File: config.mk
export PLATFORM = sky130hd
export DESIGN_NAME = vertex_job_config
export DESIGN_NICKNAME = d
export VERILOG_FILES = /design/src/vertex_job_pkg.sv /design/src/vertex_job_config.sv
export SDC_FILE = /design/constraint.sdc
export NUM_CORES = 1
export LEC_CHECK = 0
export BUFFER_PORTS_ARGS = -buffer_cell sky130_fd_sc_hd__buf_2
export CORE_MARGIN = 2
export CORE_UTILIZATION = 40
export DETAILED_ROUTE_END_ITERATION = 10
export GPL_TIMING_DRIVEN = 0
export PLACE_DENSITY = 0.9
export SLEW_MARGIN = 20
export SYNTH_ARGS = -nofsm -noshare
export SYNTH_HDL_FRONTEND = slang
export SYNTH_SLANG_ARGS = --single-unit
File: constraint.sdc
create_clock -name clock -period 1.6 [get_ports clock]
set_input_delay 0.08 -clock clock [delete_from_list [all_inputs] [get_ports clock]]
set_output_delay 0.08 -clock clock [all_outputs]
set_load 0.03 [all_outputs]
File: src/vertex_job_pkg.sv
// Shared types for the vertex job stage
// Record and job field positions, table size and register map
// Fetch state encoding

package vertex_job_pkg;

	//////////////////////////////////////////////////
	// Field types
	//////////////////////////////////////////////////

	// Index into the vertex table
	typedef logic [7:0] vertex_id_t;
	// Inverse out-degree, zero when no outgoing edges
	typedef logic [15:0] degree_t;
	// MSB set while unvisited, low bits hold the parent id
	typedef logic [8:0] parent_t;
	// Job counters and programmed vertex count
	typedef logic [15:0] count_t;
	typedef logic [1:0] reg_addr_t;

	// Table record, degree sits above parent
	typedef logic [$bits(degree_t)+$bits(parent_t)-1:0] vertex_record_t;
	// Job word, vertex id above the record
	typedef logic [$bits(vertex_id_t)+$bits(vertex_record_t)-1:0] vertex_job_t;

	// Table size and field offsets
	localparam int VERTEX_TABLE_DEPTH = 2 ** $bits(vertex_id_t);
	localparam int PARENT_LSB = 0;
	localparam int DEGREE_LSB = PARENT_LSB + $bits(parent_t);
	localparam int PARENT_UNVISITED_BIT = $bits(parent_t) - 1;

	//////////////////////////////////////////////////
	// Register map
	//////////////////////////////////////////////////

	localparam reg_addr_t REG_CONTROL = 2'd0;
	localparam reg_addr_t REG_VERTEX_COUNT = 2'd1;
	localparam reg_addr_t REG_STATUS = 2'd2;
	localparam reg_addr_t REG_FILTERED = 2'd3;

	// CONTROL and STATUS bits
	localparam int CONTROL_ENABLE_BIT = 0;
	localparam int CONTROL_START_BIT = 1;
	localparam int STATUS_ENABLE_BIT = 0;
	localparam int STATUS_DONE_BIT = 1;

	// Fetch engine states
	typedef enum logic [1:0] {
		FETCH_IDLE,
		FETCH_READ,
		FETCH_ISSUE,
		FETCH_DONE
	} fetch_state_t;

endpackage

File: src/vertex_job_config.sv
// Host register block
// Enable and vertex count registers, start pulse
// Status and filtered count read back

`timescale 1ns/100ps

module vertex_job_config (
	input  logic                      clock,
	input  logic                      rstn,
	// Host register port
	input  logic                      reg_write,
	input  vertex_job_pkg::reg_addr_t reg_addr,
	input  logic [31:0]               reg_wdata,
	output logic [31:0]               reg_rdata,
	// Status from the stages
	input  logic                      fetch_done,
	input  vertex_job_pkg::count_t    filtered_count,
	// Control to the stages
	output logic                      enable,
	output logic                      start_pulse,
	output vertex_job_pkg::count_t    vertex_count
);

	logic control_write;
	logic count_write;

	// Address decode for writes
	assign control_write = reg_write && (reg_addr == vertex_job_pkg::REG_CONTROL);
	assign count_write = reg_write && (reg_addr == vertex_job_pkg::REG_VERTEX_COUNT);

	//////////////////////////////////////////////////
	// Writable registers
	//////////////////////////////////////////////////

	always_ff @(posedge clock or negedge rstn) begin
		if (!rstn) begin
			enable <= 1'b0;
			start_pulse <= 1'b0;
			vertex_count <= '0;
		end else begin
			// Start bit is self clearing, one cycle only
			start_pulse <= control_write && reg_wdata[vertex_job_pkg::CONTROL_START_BIT];
			if (control_write) begin
				enable <= reg_wdata[vertex_job_pkg::CONTROL_ENABLE_BIT];
			end
			if (count_write) begin
				vertex_count <= reg_wdata[$bits(vertex_job_pkg::count_t)-1:0];
			end
		end
	end

	//////////////////////////////////////////////////
	// Read mux
	//////////////////////////////////////////////////

	// Combinational from reg_addr, unused bits read zero
	always_comb begin
		reg_rdata = '0;
		case (reg_addr)
			vertex_job_pkg::REG_CONTROL: begin
				reg_rdata[vertex_job_pkg::CONTROL_ENABLE_BIT] = enable;
			end
			vertex_job_pkg::REG_VERTEX_COUNT: begin
				reg_rdata[$bits(vertex_job_pkg::count_t)-1:0] = vertex_count;
			end
			vertex_job_pkg::REG_STATUS: begin
				reg_rdata[vertex_job_pkg::STATUS_ENABLE_BIT] = enable;
				reg_rdata[vertex_job_pkg::STATUS_DONE_BIT] = fetch_done;
			end
			vertex_job_pkg::REG_FILTERED: begin
				reg_rdata[$bits(vertex_job_pkg::count_t)-1:0] = filtered_count;
			end
		endcase
	end

endmodule

==> flow_summary.json <==
{
  "met3_wirelength_um": 260,
  "layout_common_cells": "buf_2 (70), dfrtp_1 (18), buf_4 (17), mux2i_1 (17), conb_1 (16)",
  "firstDrtPassIters": 3,
  "highest_layer": "met4",
  "gp_congestion": 0.649,
  "routedWlPerCell_um": 11.3,
  "ir_drop_uv": 646,
  "cts_sinks": 18,
  "finalMaxSlewViolations": 0,
  "required_ns": 1.52,
  "crit_path_end_kind": "output port",
  "reg2reg_depth": 1,
  "area.sequential_sq_um": 450,
  "cts_buffer_depth": 2,
  "die_x_um": 57.5,
  "htree_levels": 1,
  "status": "finished clean",
  "cap_violations": 0,
  "min_path_type": "in -> reg",
  "tns_ns": 0,
  "crit_type": "reg -> out",
  "insertion_delay_ns": 0.28,
  "multi_input_area_sq_um": 593,
  "rows": 19,
  "route.layer.met1.wl_um": 956,
  "hold-path-cell-count": 2,
  "root_buffer": "clkbuf_4",
  "cts_tree": "yes",
  "vias_per_cell": 4.42,
  "fillers": 258,
  "leakage_nw": 0.966,
  "synth.avg_cell_area_sq_um": 12.2,
  "synth_cell_types": 16,
  "antenna_cells": 0,
  "grt_max_degree": 19,
  "drcViolationCount": 0,
  "rsz0062_at_grt": "no",
  "critPathMaxFanout": 3,
  "numCtsBuffers": 3,
  "grt_first_pass_wirelength_mm": 3.88,
  "final_hold_viol_count": 0,
  "ys_ff_latch": 18,
  "path_clk_slew_ns": 0.10,
  "synth_warnings": 0,
  "area_growth_syn_to_layout_pct": 42.5,
  "dp_hpwl_mm": 1.97,
  "fp.dieH_um": 57.5,
  "crit_path_start_kind": "register",
  "coreArea_sq_um": 2730,
  "syn-instance-count": 94,
  "antenna_found_initial": 0,
  "numPortBuffers": 69,
  "dr.first_iter.drc_count": 12,
  "io-pin-count": 104,
  "crit_arrival_ns": 1.11,
  "grt_pass1_vias": 869,
  "power_density_nw_per_um2": 982,
  "syn_area_sq_um": 1150,
  "setup-violations-final": 0,
  "die_area_sq_um": 3310,
  "post_cts_buffers": 0,
  "drtAntennaViolNets": 0,
  "wl_met2_mm": 1.18,
  "drive_gt1_share_pct": 60.7,
  "synth_seq_area_share_pct": 39.3,
  "skew_ns": 0,
  "final_common_cell": "buf_2",
  "fin_crit_sh_pct": 74.3,
  "fin_nets": 238,
  "clock.fmax_ghz": 0.841,
  "track_usage_pct": 15.5,
  "dr_total_vias": 946,
  "dp.cells": 209,
  "post-route-min-period_ns": 1.19,
  "stdcell_count": 214,
  "initial_core_util_pct": 41.9,
  "drt-total-wl_mm": 2.42,
  "overflow": 0
}
==> Yosys cell counts, drive strengths merged <==
cell,instances,share of area [%]
conb,1,0.33
mux2,17,20
buf,20,14
a21oi,1,0.44
nand3b,1,1.7
nor2,1,0.33
nand2,1,0.33
and2,1,0.55
dfrtp,18,39
clkbuf,1,0.33
nor3b,1,0.66
nor2b,14,7.6
mux2i,17,15
==> critical path, cell delays in order, from the launching register on <==
cell and delay, ns:
dfrtp_1 0.42, mux2i_1 0.13, mux2i_1 0.08, buf_2 0.19
==> flip-flops by register name, indices dropped and copies added (netlist names) <==
register,count
vertex_count,16
enable,1
start_pulse,1
==> repair_timing <==
item	in CTS	in global routing
hold endpoints to repair	18	0
gates resized for setup	0	0
hold buffers	1	0
==> per-stage QoR <==
stage               area [sq um]  util (%)  total power, mW  worst slack [ns]  hold WS (ns)
detailed placement          1590      58.0             1.34             0.427        0.0295
finish                      1630      59.7             1.60             0.411        0.0126
global route                1630      59.7             1.70             0.310       0.00318
global placement            1590      58.0             1.33             0.441        0.0273
floorplan                   1200         -             1.13             0.371        -0.216
CTS                         1630      59.7             1.62             0.388       0.00486
==> power by group <==
group          switching, mW  internal, mW
Combinational          0.443         0.285
Sequential            0.0622         0.537
Clock                  0.138         0.138
==> worst paths after layout <==
| check | to | from | slack, ns |
|---|---|---|---|
| hold reg to reg | vertex_count[11] | vertex_count[11] | 0.54 |
| setup / recovery | reg_rdata[1] | vertex_count[1] | 0.41 |
| setup reg to reg | vertex_count[1] | vertex_count[1] | 0.82 |
| min in group asynchronous | vertex_count[3] | rstn | 0.22 |
| max in group asynchronous | vertex_count[2] | rstn | 1.10 |
| hold / removal | start_pulse | reg_wdata[1] | 0.01 |
==> cell families (layout without fill, tap and decap cells) <==
family / count (synthesis) / in the layout / share of synthesized area, %
flip-flops: 18 / 18 / 39.3
AND/OR/NAND/NOR: 19 / 19 / 11.2
AO/OA/AOI/OAI: 1 / 1 / 0.436
multiplexers: 34 / 34 / 34.8
buffers and inverters: 21 / 95 / 13.9
other: 1 / 16 / 0.327
==> metal layers <==
metal	GRT usage [%]	vias to the layer above
met2	27.9	59
met4	5.98	0
met5	0	-
met1	17.6	422
li1	-	463
met3	3.63	2
==> cell type report <==
type	instances	share of cell area [%]
flip-flops and latches	18	27.6
multi-input cells	70	36.3
clock buffers	4	2.22
plain buffers	21	9.73
repair buffers	70	21.8
well taps	31	2.38
Note: power is estimated with default switching activity, not from simulation.
