`src/vertex_job_pkg.sv`:
```
// Shared types for the vertex job stage
// Record and job field positions, table size and register map
// Fetch state encoding

package vertex_job_pkg;

	//////////////////////////////////////////////////
	// Field types
	//////////////////////////////////////////////////

	// Index into the vertex table
	typedef logic [7:0] vertex_id_t;
	// Inverse out-degree, zero when no outgoing edges
	typedef logic [15:0] degree_t;
	// MSB set while unvisited, low bits hold the parent id
	typedef logic [8:0] parent_t;
	// Job counters and programmed vertex count
	typedef logic [15:0] count_t;
	typedef logic [1:0] reg_addr_t;

	// Table record, degree sits above parent
	typedef logic [$bits(degree_t)+$bits(parent_t)-1:0] vertex_record_t;
	// Job word, vertex id above the record
	typedef logic [$bits(vertex_id_t)+$bits(vertex_record_t)-1:0] vertex_job_t;

	// Table size and field offsets
	localparam int VERTEX_TABLE_DEPTH = 2 ** $bits(vertex_id_t);
	localparam int PARENT_LSB = 0;
	localparam int DEGREE_LSB = PARENT_LSB + $bits(parent_t);
	localparam int PARENT_UNVISITED_BIT = $bits(parent_t) - 1;

	//////////////////////////////////////////////////
	// Register map
	//////////////////////////////////////////////////

	localparam reg_addr_t REG_CONTROL = 2'd0;
	localparam reg_addr_t REG_VERTEX_COUNT = 2'd1;
	localparam reg_addr_t REG_STATUS = 2'd2;
	localparam reg_addr_t REG_FILTERED = 2'd3;

	// CONTROL and STATUS bits
	localparam int CONTROL_ENABLE_BIT = 0;
	localparam int CONTROL_START_BIT = 1;
	localparam int STATUS_ENABLE_BIT = 0;
	localparam int STATUS_DONE_BIT = 1;

	// Fetch engine states
	typedef enum logic [1:0] {
		FETCH_IDLE,
		FETCH_READ,
		FETCH_ISSUE,
		FETCH_DONE
	} fetch_state_t;

endpackage

```
`src/vertex_job_fetch.sv`:
```
// Fetch engine
// Walks vertex ids through the table and issues one job per two cycles
// Throttled by the job buffer almost-full level

`timescale 1ns/100ps

module vertex_job_fetch (
	input  logic                           clock,
	input  logic                           rstn,
	input  logic                           enable,
	input  logic                           start_pulse,
	input  vertex_job_pkg::count_t         vertex_count,
	input  logic                           job_throttle,
	// Table read side
	output logic                           read_enable,
	output vertex_job_pkg::vertex_id_t     read_addr,
	input  vertex_job_pkg::vertex_record_t read_data,
	// Job strobe to the filter
	output logic                           job_valid,
	output vertex_job_pkg::vertex_job_t    job_data,
	output logic                           fetch_done
);

	vertex_job_pkg::fetch_state_t state;
	// Jobs issued so far in this run
	vertex_job_pkg::count_t job_index;
	vertex_job_pkg::count_t next_index;
	// Id of the record in flight from the table
	vertex_job_pkg::vertex_id_t read_id;
	logic issue_job;
	logic last_job;

	//////////////////////////////////////////////////
	// Table read and issue decode
	//////////////////////////////////////////////////

	// No new read while paused or throttled
	assign read_enable = enable && !job_throttle && (state == vertex_job_pkg::FETCH_READ);
	assign read_addr = job_index[$bits(vertex_job_pkg::vertex_id_t)-1:0];

	// Record arrives one cycle after the read, paired here
	assign issue_job = enable && (state == vertex_job_pkg::FETCH_ISSUE);
	assign next_index = job_index + 16'd1;
	assign last_job = (next_index == vertex_count);

	//////////////////////////////////////////////////
	// State machine
	//////////////////////////////////////////////////

	always_ff @(posedge clock or negedge rstn) begin
		if (!rstn) begin
			state <= vertex_job_pkg::FETCH_IDLE;
			job_index <= '0;
			job_valid <= 1'b0;
			fetch_done <= 1'b0;
		end else begin
			// Strobe clears on the next active edge, holds while paused
			if (enable) begin
				job_valid <= 1'b0;
			end
			case (state)
				vertex_job_pkg::FETCH_IDLE: begin
					// Start is taken even before enable is set
					if (start_pulse) begin
						job_index <= '0;
						fetch_done <= 1'b0;
						if (vertex_count == '0) begin
							state <= vertex_job_pkg::FETCH_DONE;
						end else begin
							state <= vertex_job_pkg::FETCH_READ;
						end
					end
				end
				vertex_job_pkg::FETCH_READ: begin
					if (read_enable) begin
						state <= vertex_job_pkg::FETCH_ISSUE;
					end
				end
				vertex_job_pkg::FETCH_ISSUE: begin
					if (issue_job) begin
						job_valid <= 1'b1;
						job_index <= next_index;
						if (last_job) begin
							state <= vertex_job_pkg::FETCH_DONE;
						end else begin
							state <= vertex_job_pkg::FETCH_READ;
						end
					end
				end
				vertex_job_pkg::FETCH_DONE: begin
					// Level held until the next start
					if (enable) begin
						fetch_done <= 1'b1;
						state <= vertex_job_pkg::FETCH_IDLE;
					end
				end
			endcase
		end
	end

	//////////////////////////////////////////////////
	// Payload
	//////////////////////////////////////////////////

	always_ff @(posedge clock) begin
		if (read_enable) begin
			read_id <= read_addr;
		end
		if (issue_job) begin
			job_data <= {read_id, read_data};
		end
	end

endmodule

```
`config.mk`:
```
export PLATFORM = sky130hd
export DESIGN_NAME = vertex_job_fetch
export DESIGN_NICKNAME = d
export VERILOG_FILES = /design/src/vertex_job_pkg.sv /design/src/vertex_job_fetch.sv
export SDC_FILE = /design/constraint.sdc
export NUM_CORES = 1
export LEC_CHECK = 0
export ABC_AREA = 1
export BUFFER_PORTS_ARGS = -buffer_cell sky130_fd_sc_hd__buf_2
export CAP_MARGIN = 15
export CORE_MARGIN = 5
export CORE_UTILIZATION = 45
export DETAILED_ROUTE_END_ITERATION = 10
export PLACE_DENSITY = 0.72
export SKIP_CTS_REPAIR_TIMING = 1
export SKIP_LAST_GASP = 1
export SYNTH_ARGS = -nofsm -noshare
export SYNTH_HDL_FRONTEND = slang
export SYNTH_SLANG_ARGS = --single-unit
```
`constraint.sdc`:
```
create_clock -name clock -period 5.7 [get_ports clock]
set_input_delay 0.57 -clock clock [delete_from_list [all_inputs] [get_ports clock]]
set_output_delay 0.57 -clock clock [all_outputs]
set_load 0.1 [all_outputs]
```
==> results_dict.tcl <==
set metrics [dict create \
    status "completed" \
    antenna_found_initial 0 \
    endpoint_kind "register" \
    place_inst 463 \
    drtAntennaViolNets 0 \
    synth-seq-cells 61 \
    synthCells 306 \
    dp_hpwl_mm 5.20 \
    grt_overflow 0 \
    switching_share 0.466 \
    via_count 2488 \
    cpPeakStageDelay_ns 0.67 \
    htree_levels 3 \
    max_freq_mhz 425 \
    grt_pass1_wl_mm 11.4 \
    core_area_mm2 0.00631 \
    vdd_drop_max_v 0.000346 \
    period_needed_ns 2.35 \
    insertion_delay_ns 0.33 \
    die_h_um 90.4 \
    diodes 0 \
    drt_iter0_drc 149 \
    cts_root_buf "clkbuf_8" \
    die_x_um 90.4 \
    synthXorXnorAreaFrac 0.00903 \
    slew_violations 0 \
    grt_max_degree 43 \
    synth_compound_area_frac 0.0421 \
    synth_cell_type_count 28 \
    relSlewSlack 0.415 \
    internal_power_mw 0.789 \
    numCtsBuffers 9 \
    synth_area_mm2 0.00291 \
    gp_congestion 0.817 \
    clk_pin_slew_ns 0.07 \
    final_core_util 0.562 \
    fin_crit_sh 0.413 \
    p_seq_frac 0.400 \
    crit_arrival_ns 2.55 \
    drive_above_1_share 0.281 \
    powerDensity_mw_per_mm2 416 \
    hold_class "input pin to async pin" \
    areaGrowthSynthToFinish_pct 22.0 \
    synth_nets 353 \
    vias_per_cell 5.19 \
    synthMuxAreaShare 0 \
    cp_max_fo 42 \
    drcViolationCount 0 \
    clock_skew_ns 0.00909 \
    firstDrtPassIters 5 \
    combPwrFrac 0.388 \
    rsz0062_at_grt "false" \
    grt_usage 0.174 \
    dieArea_mm2 0.00818 \
    switchingPower_mw 0.688 \
    tightest_slew_ns 0.876 \
    start_kind "register" \
    p_total_mw 1.48 \
    grt_pass1_vias 2440 \
    synth-simple-area-share 0.276 \
    wire_per_inst_um 14.4 \
    clock_sinks 61 \
    slowest_stage "inv_2" \
    num_rows 29 \
    io_buffer_count 89 \
    maxCapViolations 0 \
    fin_cells 479 \
    required_ns 5.89 \
    routed_wl_mm 6.89 \
    yosysSeqAreaShare 0.595 \
    finalHoldViolations 0 \
    ys_warn_count 0 \
    crit_buf_inv 3 \
    setup_viol 0 \
    worstSetupPathType "register to register" \
    clkPwrFrac 0.211 \
    crit_family "buffers and inverters" \
    cts_tree "built" \
    clock_path_buffers 2 \
    ios 90 \
    synth_top_family_by_area "simple AND/OR/NAND/NOR gates" \
    finalSetupTns_ns 0 \
    crit_chain "inv_1, nor2_1, nand2_2, inv_2, nor2_1, inv_1, o21ai_0" \
    fin_nets 445 \
    start_util 0.461 \
    cellLeakagePower_nw 1.62 \
    synth_fa_ha_area_frac 0.00430 \
    avgSynthCellArea_um2 9.51 \
]
[sequential cells by signal, summed over array words and instances, names as in the netlist, named ones only]
signal,flops
job_data,33
job_index,16
read_id,8
state,2
fetch_done,1
[cell usage after synthesis]
cell type   n  share of area
a21oi_1     1         0.0017
buf_2       1         0.0017
buf_4       8          0.021
dfrtp_1    20           0.17
edfxtp_1   41           0.42
ha_1        1         0.0043
inv_1      39          0.050
inv_2       1         0.0013
nand2_1    73          0.094
nand2_2     3         0.0064
nand2_4     1         0.0039
nand3_1    41          0.071
nand3b_1    3         0.0077
nand4_1    12          0.026
nor2_1     25          0.032
nor2_2      1         0.0022
nor2_4      3          0.012
nor2_8      1         0.0069
nor3_1      2         0.0034
nor4_1      4         0.0086
o211ai_1    1         0.0026
o21ai_0    12          0.021
o21ai_1     1         0.0017
o22ai_1     6          0.013
o31ai_1     1         0.0026
or2_2       1         0.0022
xnor2_1     2         0.0060
xor2_1      1         0.0030
[per-layer routing]
metal	part of all wire	vias to the layer above	wire length [um]	global-route usage
met5	0	-	0	0
met4	0.0083	0	57	0.0645
li1	-	1213	-	-
met1	0.44	1156	3010	0.230
met2	0.47	112	3260	0.271
met3	0.082	7	568	0.0500
[cells by family after synthesis]
kind of cell / Yosys count
AOI/OAI and AO/OA: 22
xor gates and xnor gates: 3
adders and majority gates: 1
buffers and inverters: 49
DFF: 61
and+or+nand+nor: 170
[path summary, 6_finish.rpt]
path / startpoint / endpoint / slack, ns / cells after the start
setup / recovery: state[1] / job_index[10] / 3.35 / 7
hold / removal: rstn / job_index[3] / 0.20 / 1
setup reg to reg: state[1] / job_index[10] / 3.35 / 7
hold reg to reg: read_id[5] / job_data[30] / 0.42 / 0
max in group asynchronous: rstn / job_index[4] / 5.15 / 1
min in group clock: read_data[7] / job_data[7] / 0.42 / 1
[power by group through the flow]
stage	Sequential, mW	Combinational (mW)	Clock [mW]
floorplan	0.870	0.210	0
global placement	0.598	0.570	0
detailed placement	0.601	0.575	0
global route	0.600	0.604	0.343
finish	0.591	0.573	0.312
CTS	0.592	0.576	0.322
[cells in the final DEF, fill, tap and decap left out, types with 3 or more instances in the layout]
cell	count
dfrtp_1	20
nor4_1	4
edfxtp_1	41
nor2_4	3
nand2_1	73
nand3b_1	3
nand3_1	41
nand4_1	12
buf_2	89
o22ai_1	6
nor2_1	25
nand2_2	3
o21ai_0	12
clkbuf_8	9
clkinv_1	3
inv_1	39
[layout make-up]
class | count | area (um^2)
fillers | 588 | 2760
flip-flops and latches | 61 | 1730
multi-input cells | 196 | 963
repair buffers | 90 | 453
inverters | 40 | 150
clock buffers | 9 | 124
well taps | 77 | 96.3
clock inverters | 6 | 31.3
[stage by stage]
| stage | cell area [um^2] | worst slack, ns | hold slack, ns |
|---|---|---|---|
| after CTS | 3540 | 2.61 | 0.205 |
| after floorplan | 2910 | 1.89 | 0.274 |
| final | 3550 | 3.35 | 0.202 |
| after global routing | 3550 | 3.08 | 0.225 |
| after global placement | 3390 | 2.85 | 0.401 |
| after detailed placement | 3390 | 2.78 | 0.405 |
Power figures use the tool's default switching activity.
