$ cat src/vertex_job_pkg.sv
// Shared types for the vertex job stage
// Record and job field positions, table size and register map
// Fetch state encoding

package vertex_job_pkg;

	//////////////////////////////////////////////////
	// Field types
	//////////////////////////////////////////////////

	// Index into the vertex table
	typedef logic [7:0] vertex_id_t;
	// Inverse out-degree, zero when no outgoing edges
	typedef logic [15:0] degree_t;
	// MSB set while unvisited, low bits hold the parent id
	typedef logic [8:0] parent_t;
	// Job counters and programmed vertex count
	typedef logic [15:0] count_t;
	typedef logic [1:0] reg_addr_t;

	// Table record, degree sits above parent
	typedef logic [$bits(degree_t)+$bits(parent_t)-1:0] vertex_record_t;
	// Job word, vertex id above the record
	typedef logic [$bits(vertex_id_t)+$bits(vertex_record_t)-1:0] vertex_job_t;

	// Table size and field offsets
	localparam int VERTEX_TABLE_DEPTH = 2 ** $bits(vertex_id_t);
	localparam int PARENT_LSB = 0;
	localparam int DEGREE_LSB = PARENT_LSB + $bits(parent_t);
	localparam int PARENT_UNVISITED_BIT = $bits(parent_t) - 1;

	//////////////////////////////////////////////////
	// Register map
	//////////////////////////////////////////////////

	localparam reg_addr_t REG_CONTROL = 2'd0;
	localparam reg_addr_t REG_VERTEX_COUNT = 2'd1;
	localparam reg_addr_t REG_STATUS = 2'd2;
	localparam reg_addr_t REG_FILTERED = 2'd3;

	// CONTROL and STATUS bits
	localparam int CONTROL_ENABLE_BIT = 0;
	localparam int CONTROL_START_BIT = 1;
	localparam int STATUS_ENABLE_BIT = 0;
	localparam int STATUS_DONE_BIT = 1;

	// Fetch engine states
	typedef enum logic [1:0] {
		FETCH_IDLE,
		FETCH_READ,
		FETCH_ISSUE,
		FETCH_DONE
	} fetch_state_t;

endpackage

$ cat src/vertex_job_fifo.sv
// Synchronous FIFO
// Circular buffer with occupancy count, full, almost-full and empty
// Registered output with a valid strobe per pop

`timescale 1ns/100ps

module vertex_job_fifo #(
	parameter int WIDTH = 32,
	parameter int DEPTH = 16,
	parameter int ALMOST_FULL_MARGIN = 4
) (
	input  logic             clock,
	input  logic             rstn,
	// Write side
	input  logic             push,
	input  logic [WIDTH-1:0] data_in,
	output logic             full,
	output logic             almost_full,
	// Read side
	input  logic             pop,
	output logic [WIDTH-1:0] data_out,
	output logic             out_valid,
	output logic             empty
);

	localparam int PTR_WIDTH = (DEPTH > 1) ? $clog2(DEPTH) : 1;
	localparam int COUNT_WIDTH = $clog2(DEPTH + 1);

	logic [WIDTH-1:0] storage [DEPTH];
	logic [PTR_WIDTH-1:0] write_ptr;
	logic [PTR_WIDTH-1:0] read_ptr;
	logic [COUNT_WIDTH-1:0] occupancy;
	logic do_push;
	logic do_pop;

	// Pointer step with wrap at the last entry
	function automatic logic [PTR_WIDTH-1:0] ptr_next(input logic [PTR_WIDTH-1:0] ptr);
		if (ptr == PTR_WIDTH'(DEPTH - 1)) begin
			return '0;
		end
		return ptr + 1'b1;
	endfunction

	//////////////////////////////////////////////////
	// Status flags
	//////////////////////////////////////////////////

	assign full = (occupancy == COUNT_WIDTH'(DEPTH));
	assign empty = (occupancy == '0);
	// Early warning, margin left for jobs still in flight
	assign almost_full = (occupancy >= COUNT_WIDTH'(DEPTH - ALMOST_FULL_MARGIN));

	// Push on full and pop on empty are ignored
	assign do_push = push && !full;
	assign do_pop = pop && !empty;

	//////////////////////////////////////////////////
	// Pointers and occupancy
	//////////////////////////////////////////////////

	always_ff @(posedge clock or negedge rstn) begin
		if (!rstn) begin
			write_ptr <= '0;
			read_ptr <= '0;
			occupancy <= '0;
			out_valid <= 1'b0;
		end else begin
			out_valid <= do_pop;
			if (do_push) begin
				write_ptr <= ptr_next(write_ptr);
			end
			if (do_pop) begin
				read_ptr <= ptr_next(read_ptr);
			end
			case ({do_push, do_pop})
				2'b10: occupancy <= occupancy + 1'b1;
				2'b01: occupancy <= occupancy - 1'b1;
				default: occupancy <= occupancy;
			endcase
		end
	end

	//////////////////////////////////////////////////
	// Storage
	//////////////////////////////////////////////////

	always_ff @(posedge clock) begin
		if (do_push) begin
			storage[write_ptr] <= data_in;
		end
		// Output word lands with out_valid
		if (do_pop) begin
			data_out <= storage[read_ptr];
		end
	end

endmodule

$ cat src/vertex_job_filter.sv
// Vertex job filter
// Input and output registers, keep or drop rule, filtered counter
// Job buffer serving consumer requests

`timescale 1ns/100ps

module vertex_job_filter #(
	parameter int JOB_BUFFER_DEPTH = 16,
	parameter int ALMOST_FULL_MARGIN = 4
) (
	input  logic                        clock,
	input  logic                        rstn,
	input  logic                        enable,
	// Jobs from fetch
	input  logic                        job_valid,
	input  vertex_job_pkg::vertex_job_t job_data,
	// Consumer side
	input  logic                        vertex_request,
	output logic                        job_throttle,
	output logic                        vertex_out_valid,
	output vertex_job_pkg::vertex_job_t vertex_out,
	output vertex_job_pkg::count_t      filtered_count
);

	// Input registers
	logic job_valid_q;
	vertex_job_pkg::vertex_job_t job_q;
	logic request_q;

	// Rule terms
	vertex_job_pkg::degree_t job_degree;
	vertex_job_pkg::parent_t job_parent;
	logic job_wanted;
	logic keep_job;
	logic drop_job;
	vertex_job_pkg::count_t drop_counter;

	// Job buffer
	logic buffer_push;
	logic buffer_pop;
	logic buffer_full;
	logic buffer_almost_full;
	logic buffer_empty;
	logic buffer_out_valid;
	vertex_job_pkg::vertex_job_t buffer_data;

	//////////////////////////////////////////////////
	// Input registers
	//////////////////////////////////////////////////

	// Held while disabled, captured on the next enabled edge
	always_ff @(posedge clock or negedge rstn) begin
		if (!rstn) begin
			job_valid_q <= 1'b0;
			request_q <= 1'b0;
		end else if (enable) begin
			job_valid_q <= job_valid;
			request_q <= vertex_request;
		end
	end

	always_ff @(posedge clock) begin
		if (enable) begin
			job_q <= job_data;
		end
	end

	//////////////////////////////////////////////////
	// Filter rule
	//////////////////////////////////////////////////

	assign job_degree = job_q[vertex_job_pkg::DEGREE_LSB +: $bits(vertex_job_pkg::degree_t)];
	assign job_parent = job_q[vertex_job_pkg::PARENT_LSB +: $bits(vertex_job_pkg::parent_t)];

	// Keep only unvisited vertices with outgoing edges
	assign job_wanted = (|job_degree) && job_parent[vertex_job_pkg::PARENT_UNVISITED_BIT];
	// Decided once, on an enabled edge
	assign keep_job = enable && job_valid_q && job_wanted;
	assign drop_job = enable && job_valid_q && !job_wanted;

	// Cleared only by reset
	always_ff @(posedge clock or negedge rstn) begin
		if (!rstn) begin
			drop_counter <= '0;
		end else if (drop_job) begin
			drop_counter <= drop_counter + 1'b1;
		end
	end

	//////////////////////////////////////////////////
	// Job buffer
	//////////////////////////////////////////////////

	assign buffer_push = keep_job && !buffer_full;
	// Registered request drains one job per cycle
	assign buffer_pop = enable && request_q && !buffer_empty;

	vertex_job_fifo #(
		.WIDTH             ($bits(vertex_job_pkg::vertex_job_t)),
		.DEPTH             (JOB_BUFFER_DEPTH),
		.ALMOST_FULL_MARGIN(ALMOST_FULL_MARGIN)
	) job_buffer (
		.clock      (clock),
		.rstn       (rstn),
		.push       (buffer_push),
		.data_in    (job_q),
		.full       (buffer_full),
		.almost_full(buffer_almost_full),
		.pop        (buffer_pop),
		.data_out   (buffer_data),
		.out_valid  (buffer_out_valid),
		.empty      (buffer_empty)
	);

	//////////////////////////////////////////////////
	// Output registers
	//////////////////////////////////////////////////

	// Throttle and count frozen while disabled
	always_ff @(posedge clock or negedge rstn) begin
		if (!rstn) begin
			job_throttle <= 1'b0;
			filtered_count <= '0;
		end else if (enable) begin
			job_throttle <= buffer_almost_full;
			filtered_count <= drop_counter;
		end
	end

	// One strobe per pop, so a job popped as enable falls still leaves
	always_ff @(posedge clock or negedge rstn) begin
		if (!rstn) begin
			vertex_out_valid <= 1'b0;
		end else begin
			vertex_out_valid <= buffer_out_valid;
		end
	end

	always_ff @(posedge clock) begin
		vertex_out <= buffer_data;
	end

endmodule

$ cat config.mk
export PLATFORM = sky130hd
export DESIGN_NAME = vertex_job_filter
export DESIGN_NICKNAME = d
export VERILOG_FILES = /design/src/vertex_job_pkg.sv /design/src/vertex_job_fifo.sv /design/src/vertex_job_filter.sv
export SDC_FILE = /design/constraint.sdc
export NUM_CORES = 1
export LEC_CHECK = 0
export BUFFER_PORTS_ARGS = -buffer_cell sky130_fd_sc_hd__buf_2
export CORE_ASPECT_RATIO = 1.5
export CORE_MARGIN = 4
export CORE_UTILIZATION = 35
export CTS_BUF_LIST = sky130_fd_sc_hd__clkbuf_8 sky130_fd_sc_hd__clkbuf_16
export DETAILED_ROUTE_END_ITERATION = 16
export PLACE_DENSITY_LB_ADDON = 0.3
export SETUP_SLACK_MARGIN = 0.05
export SLEW_MARGIN = 20
export SYNTH_ARGS = -nofsm -noshare
export SYNTH_HDL_FRONTEND = slang
export SYNTH_HIERARCHICAL = 1
export SYNTH_SLANG_ARGS = --single-unit
$ cat constraint.sdc
create_clock -name clock -period 4.9 [get_ports clock]
set_clock_uncertainty 0.05 [all_clocks]
set_input_delay 0.735 -clock clock [delete_from_list [all_inputs] [get_ports clock]]
set_output_delay 0.735 -clock clock [all_outputs]
set_load 0.005 [all_outputs]
==> impl_results.md <==
- Status: completed
- Leakage power: 9.96 nW
- Hold Crit Endpoint: job_q[26]$_DFFE_PP_
- Slew headroom: 0.268
- Post-synthesis mux area share: 0.120
- R2R Path End: job_buffer/occupancy[4]$_DFFE_PN0P_
- Maximum vdd drop: 327 uV
- Synth Instances: 1270
- Largest family of logic cells by synthesized area: multiplexers
- Clock tree buffer depth: 3
- Post-Synth XOR/XNOR Area: 0.00728
- I/O pin total: 89
- Via count: 12253
- Starting DRT DRC Count: 1113
- Gr usage total: 0.146
- Area Overhead vs Synth: 15.4%
- Area leader, netlist: edfxtp_1
- Slew @ Worst Pin: 1.10 ns
- Critical Path Start: job_q[11]$_DFFE_PP_
- Die Area: 0.0767 mm^2
- Final nets: 1449
- CTS root buf: clkbuf_16
- CP Class: reg -> reg
- Number of buffers created by CTS: 61
- Max-slew violation count: 0
- Detail Route Antenna Nets: 0
- Most common cell in the netlist: edfxtp_1
- Fillers: 6301
- Period minus WS final: 4.00 ns
- Top post-synthesis cells by count: 594 x edfxtp_1, 132 x mux2i_1, 66 x a221oi_1, 66 x mux4_2, 57 x nand2_1
- FP Rows: 120
- Initial core utilization: 0.354
- Core area: 0.0715 mm^2
- Final non-filler cell total: 2369
- Hold wc startpoint: job_data[26]
- I/O Buffers: 88
- Net count after synthesis: 1319
- Synth area leaders: edfxtp_1 71%, mux4_2 5.9%, mux2i_1 5.2%
- Clock Pin Slew Worst Setup and Hold Paths: 0.07 ns
- Max Cap Viol: 0
- Initial antenna violation count: 3
- Max Fclk: 250 MHz
- DRT Pass-1 Iters: 5
- Final Hold Viols: 0
- Power per cell area: 539 mW/mm^2
- WP data required: 5.36 ns
- Crit path DAT: 4.46 ns
- Die H: 337 um
- Worst setup EP type: register
- Synthesis Warnings: 6
- Worst reg2reg setup slack: 0.90 ns
- GR Overflow Total: 0
- DRC viols: 0
- Via/cell ratio: 5.17
- Yosys top cell area share: 0.706
- Routed WL: 56.0 mm
- Number of global-route vias before repair: 12835
- Startpoint Class: register
- First-pass GRT wire length: 83.1 mm
- Sequential area share after synthesis: 0.781
- Post-synth EDFFs: 594
- Yosys cell types: 41
- Register area: 0.0198 mm^2
- Pwr Total: 15.7 mW
- Worst Hold Class: in -> reg
- Worst r2r path cells: 14
- Proportion of layout cells with a drive suffix above 1: 0.236
- CTS tree: done
- Async set-reset flop share out of synthesis: 0.0739
- CTS Sinks: 677
- Dpl hpwl: 29.6 mm
- Crit Path Max Fanout: 17
- CTS H-tree lvls: 2
- Compound-cell area share of the yosys netlist: 0.0446
- Die W: 227 um
- Worst hold path depth: 1
- Hold WS: 0.224 ns
- Register bit count reported by yosys: 677
- RR Startpoint: job_q[11]$_DFFE_PP_
- Synth Area in Simple Gates: 0.0227
- Wirelength per Cell: 23.6 um
- Placed Cells: 2251
- Final worst-path cycle share: 0.816
- Post-cts resize count: 0
- Post-Syn Area: 0.0253 mm^2
- Setup TNS: 0 ns
- Largest net degree at the start of global routing: 54
- Synth Flop Type: edfxtp_1
- Post-Synth Adder-Cell Area: 0.00574
- Unrepaired setup endpoints after global routing: no
- Average size of a mapped cell: 19.9 um^2
- Final setup vio count: 0
- Area occupied by multi-input gates: 0.00518 mm^2
- GPL Wtd Cong: 0.745
- Worst skew pair latency: 0.63 ns
-- cells in the final DEF (no fill, tap or decap), types with 6 or more instances in the layout --
master,n
ha_1,10
clkbuf_16,63
buf_4,36
mux4_2,66
a22oi_1,34
clkbuf_8,6
mux2i_1,132
bufinv_16,11
buf_12,7
nor4_1,6
nand3_1,6
edfxtp_1,594
clkinv_1,11
inv_1,17
o21ai_0,41
nor2_4,12
mux2_2,20
clkinv_2,9
a221oi_1,66
dfrtp_1,48
buf_2,87
xor2_1,17
nand2_1,57
dfxtp_1,33
-- metrics by stage --
| stage | area (um^2) | utilization | setup WS [ns] |
|---|---|---|---|
| 3_3_place_gp | 27000 | 0.377 | 0.947 |
| 6_report | 29200 | 0.408 | 0.900 |
| 5_1_grt | 29200 | 0.408 | 0.641 |
| 3_5_place_dp | 27000 | 0.377 | 0.880 |
| 4_1_cts | 29200 | 0.408 | 0.828 |
| 2_1_floorplan | 25300 | - | 0.417 |
-- cells by family after synthesis --
kind of cell / count (synthesis)
buffers and inverters: 75
AND/OR/NAND/NOR: 116
XOR/XNOR: 21
multiplexers: 218
adder cells (fa/ha/maj): 11
AO/OA/AOI/OAI: 152
flip-flops: 677
-- state kept, by name, indices dropped and copies added (netlist names) --
| signal | cells |
|---|---|
| job_q | 33 |
| request_q | 1 |
| job_buffer/data_out | 33 |
| vertex_out | 33 |
| filtered_count | 16 |
| job_throttle | 1 |
| vertex_out_valid | 1 |
| job_buffer/storage | 528 |
| job_buffer/read_ptr | 4 |
| job_buffer/occupancy | 5 |
| job_buffer/out_valid | 1 |
| drop_counter | 16 |
| job_buffer/write_ptr | 4 |
| job_valid_q | 1 |
-- per-layer routing --
layer | vias up | GRT usage | wire length [um]
met2 | 303 | 0.255 | 29000
met5 | - | 0 | 20
li1 | 5443 | - | -
met1 | 6416 | 0.188 | 23200
met3 | 89 | 0.0237 | 2520
met4 | 2 | 0.0394 | 1250
-- timing repair --
action | CTS | global route
hold buffers | 1 | 0
buffers inserted | 0 | 0
endpoints found under the hold margin | 15 | 0
-- layout make-up --
class                      count  share of cell area
multi-input combinational    518               0.178
sequential                   677               0.677
antenna                        1           0.0000858
timing repair buffer         131              0.0293
inverter                      11             0.00142
clock inverter                47              0.0184
clock buffer                  69              0.0569
tap                          915              0.0392
-- worst max-delay path, stage by stage (launching register included) --
cell and delay (ns):
edfxtp_1 0.61, nor4_2 0.57, a41oi_2 0.17, buf_4 0.22, nor3b_1 0.15, and2_1 0.24, inv_1 0.13, ha_1 0.24
inv_1 0.11, fa_1 0.42, nor2b_1 0.14, o21ai_0 0.14, nand3_1 0.11, or3b_2 0.45, xnor2_1 0.13
-- power breakdown --
group          switching, mW  internal (mW)
combinational           1.85           1.46
clock                   2.13           3.02
sequential             0.445           6.82
-- worst max-delay path by stage --
stage | slack [ns] | endpoint
3_3_place_gp | 0.95 | job_buffer/occupancy[4]$_DFFE_PN0P_
5_1_grt | 0.64 | job_buffer/occupancy[4]$_DFFE_PN0P_
3_5_place_dp | 0.88 | job_buffer/occupancy[4]$_DFFE_PN0P_
6_report | 0.90 | job_buffer/occupancy[4]$_DFFE_PN0P_
2_1_floorplan | 0.42 | job_buffer/storage[3][0]$_DFFE_PP_
4_1_cts | 0.83 | job_buffer/occupancy[4]$_DFFE_PN0P_
No activity file was read; power rests on OpenSTA's default activity.
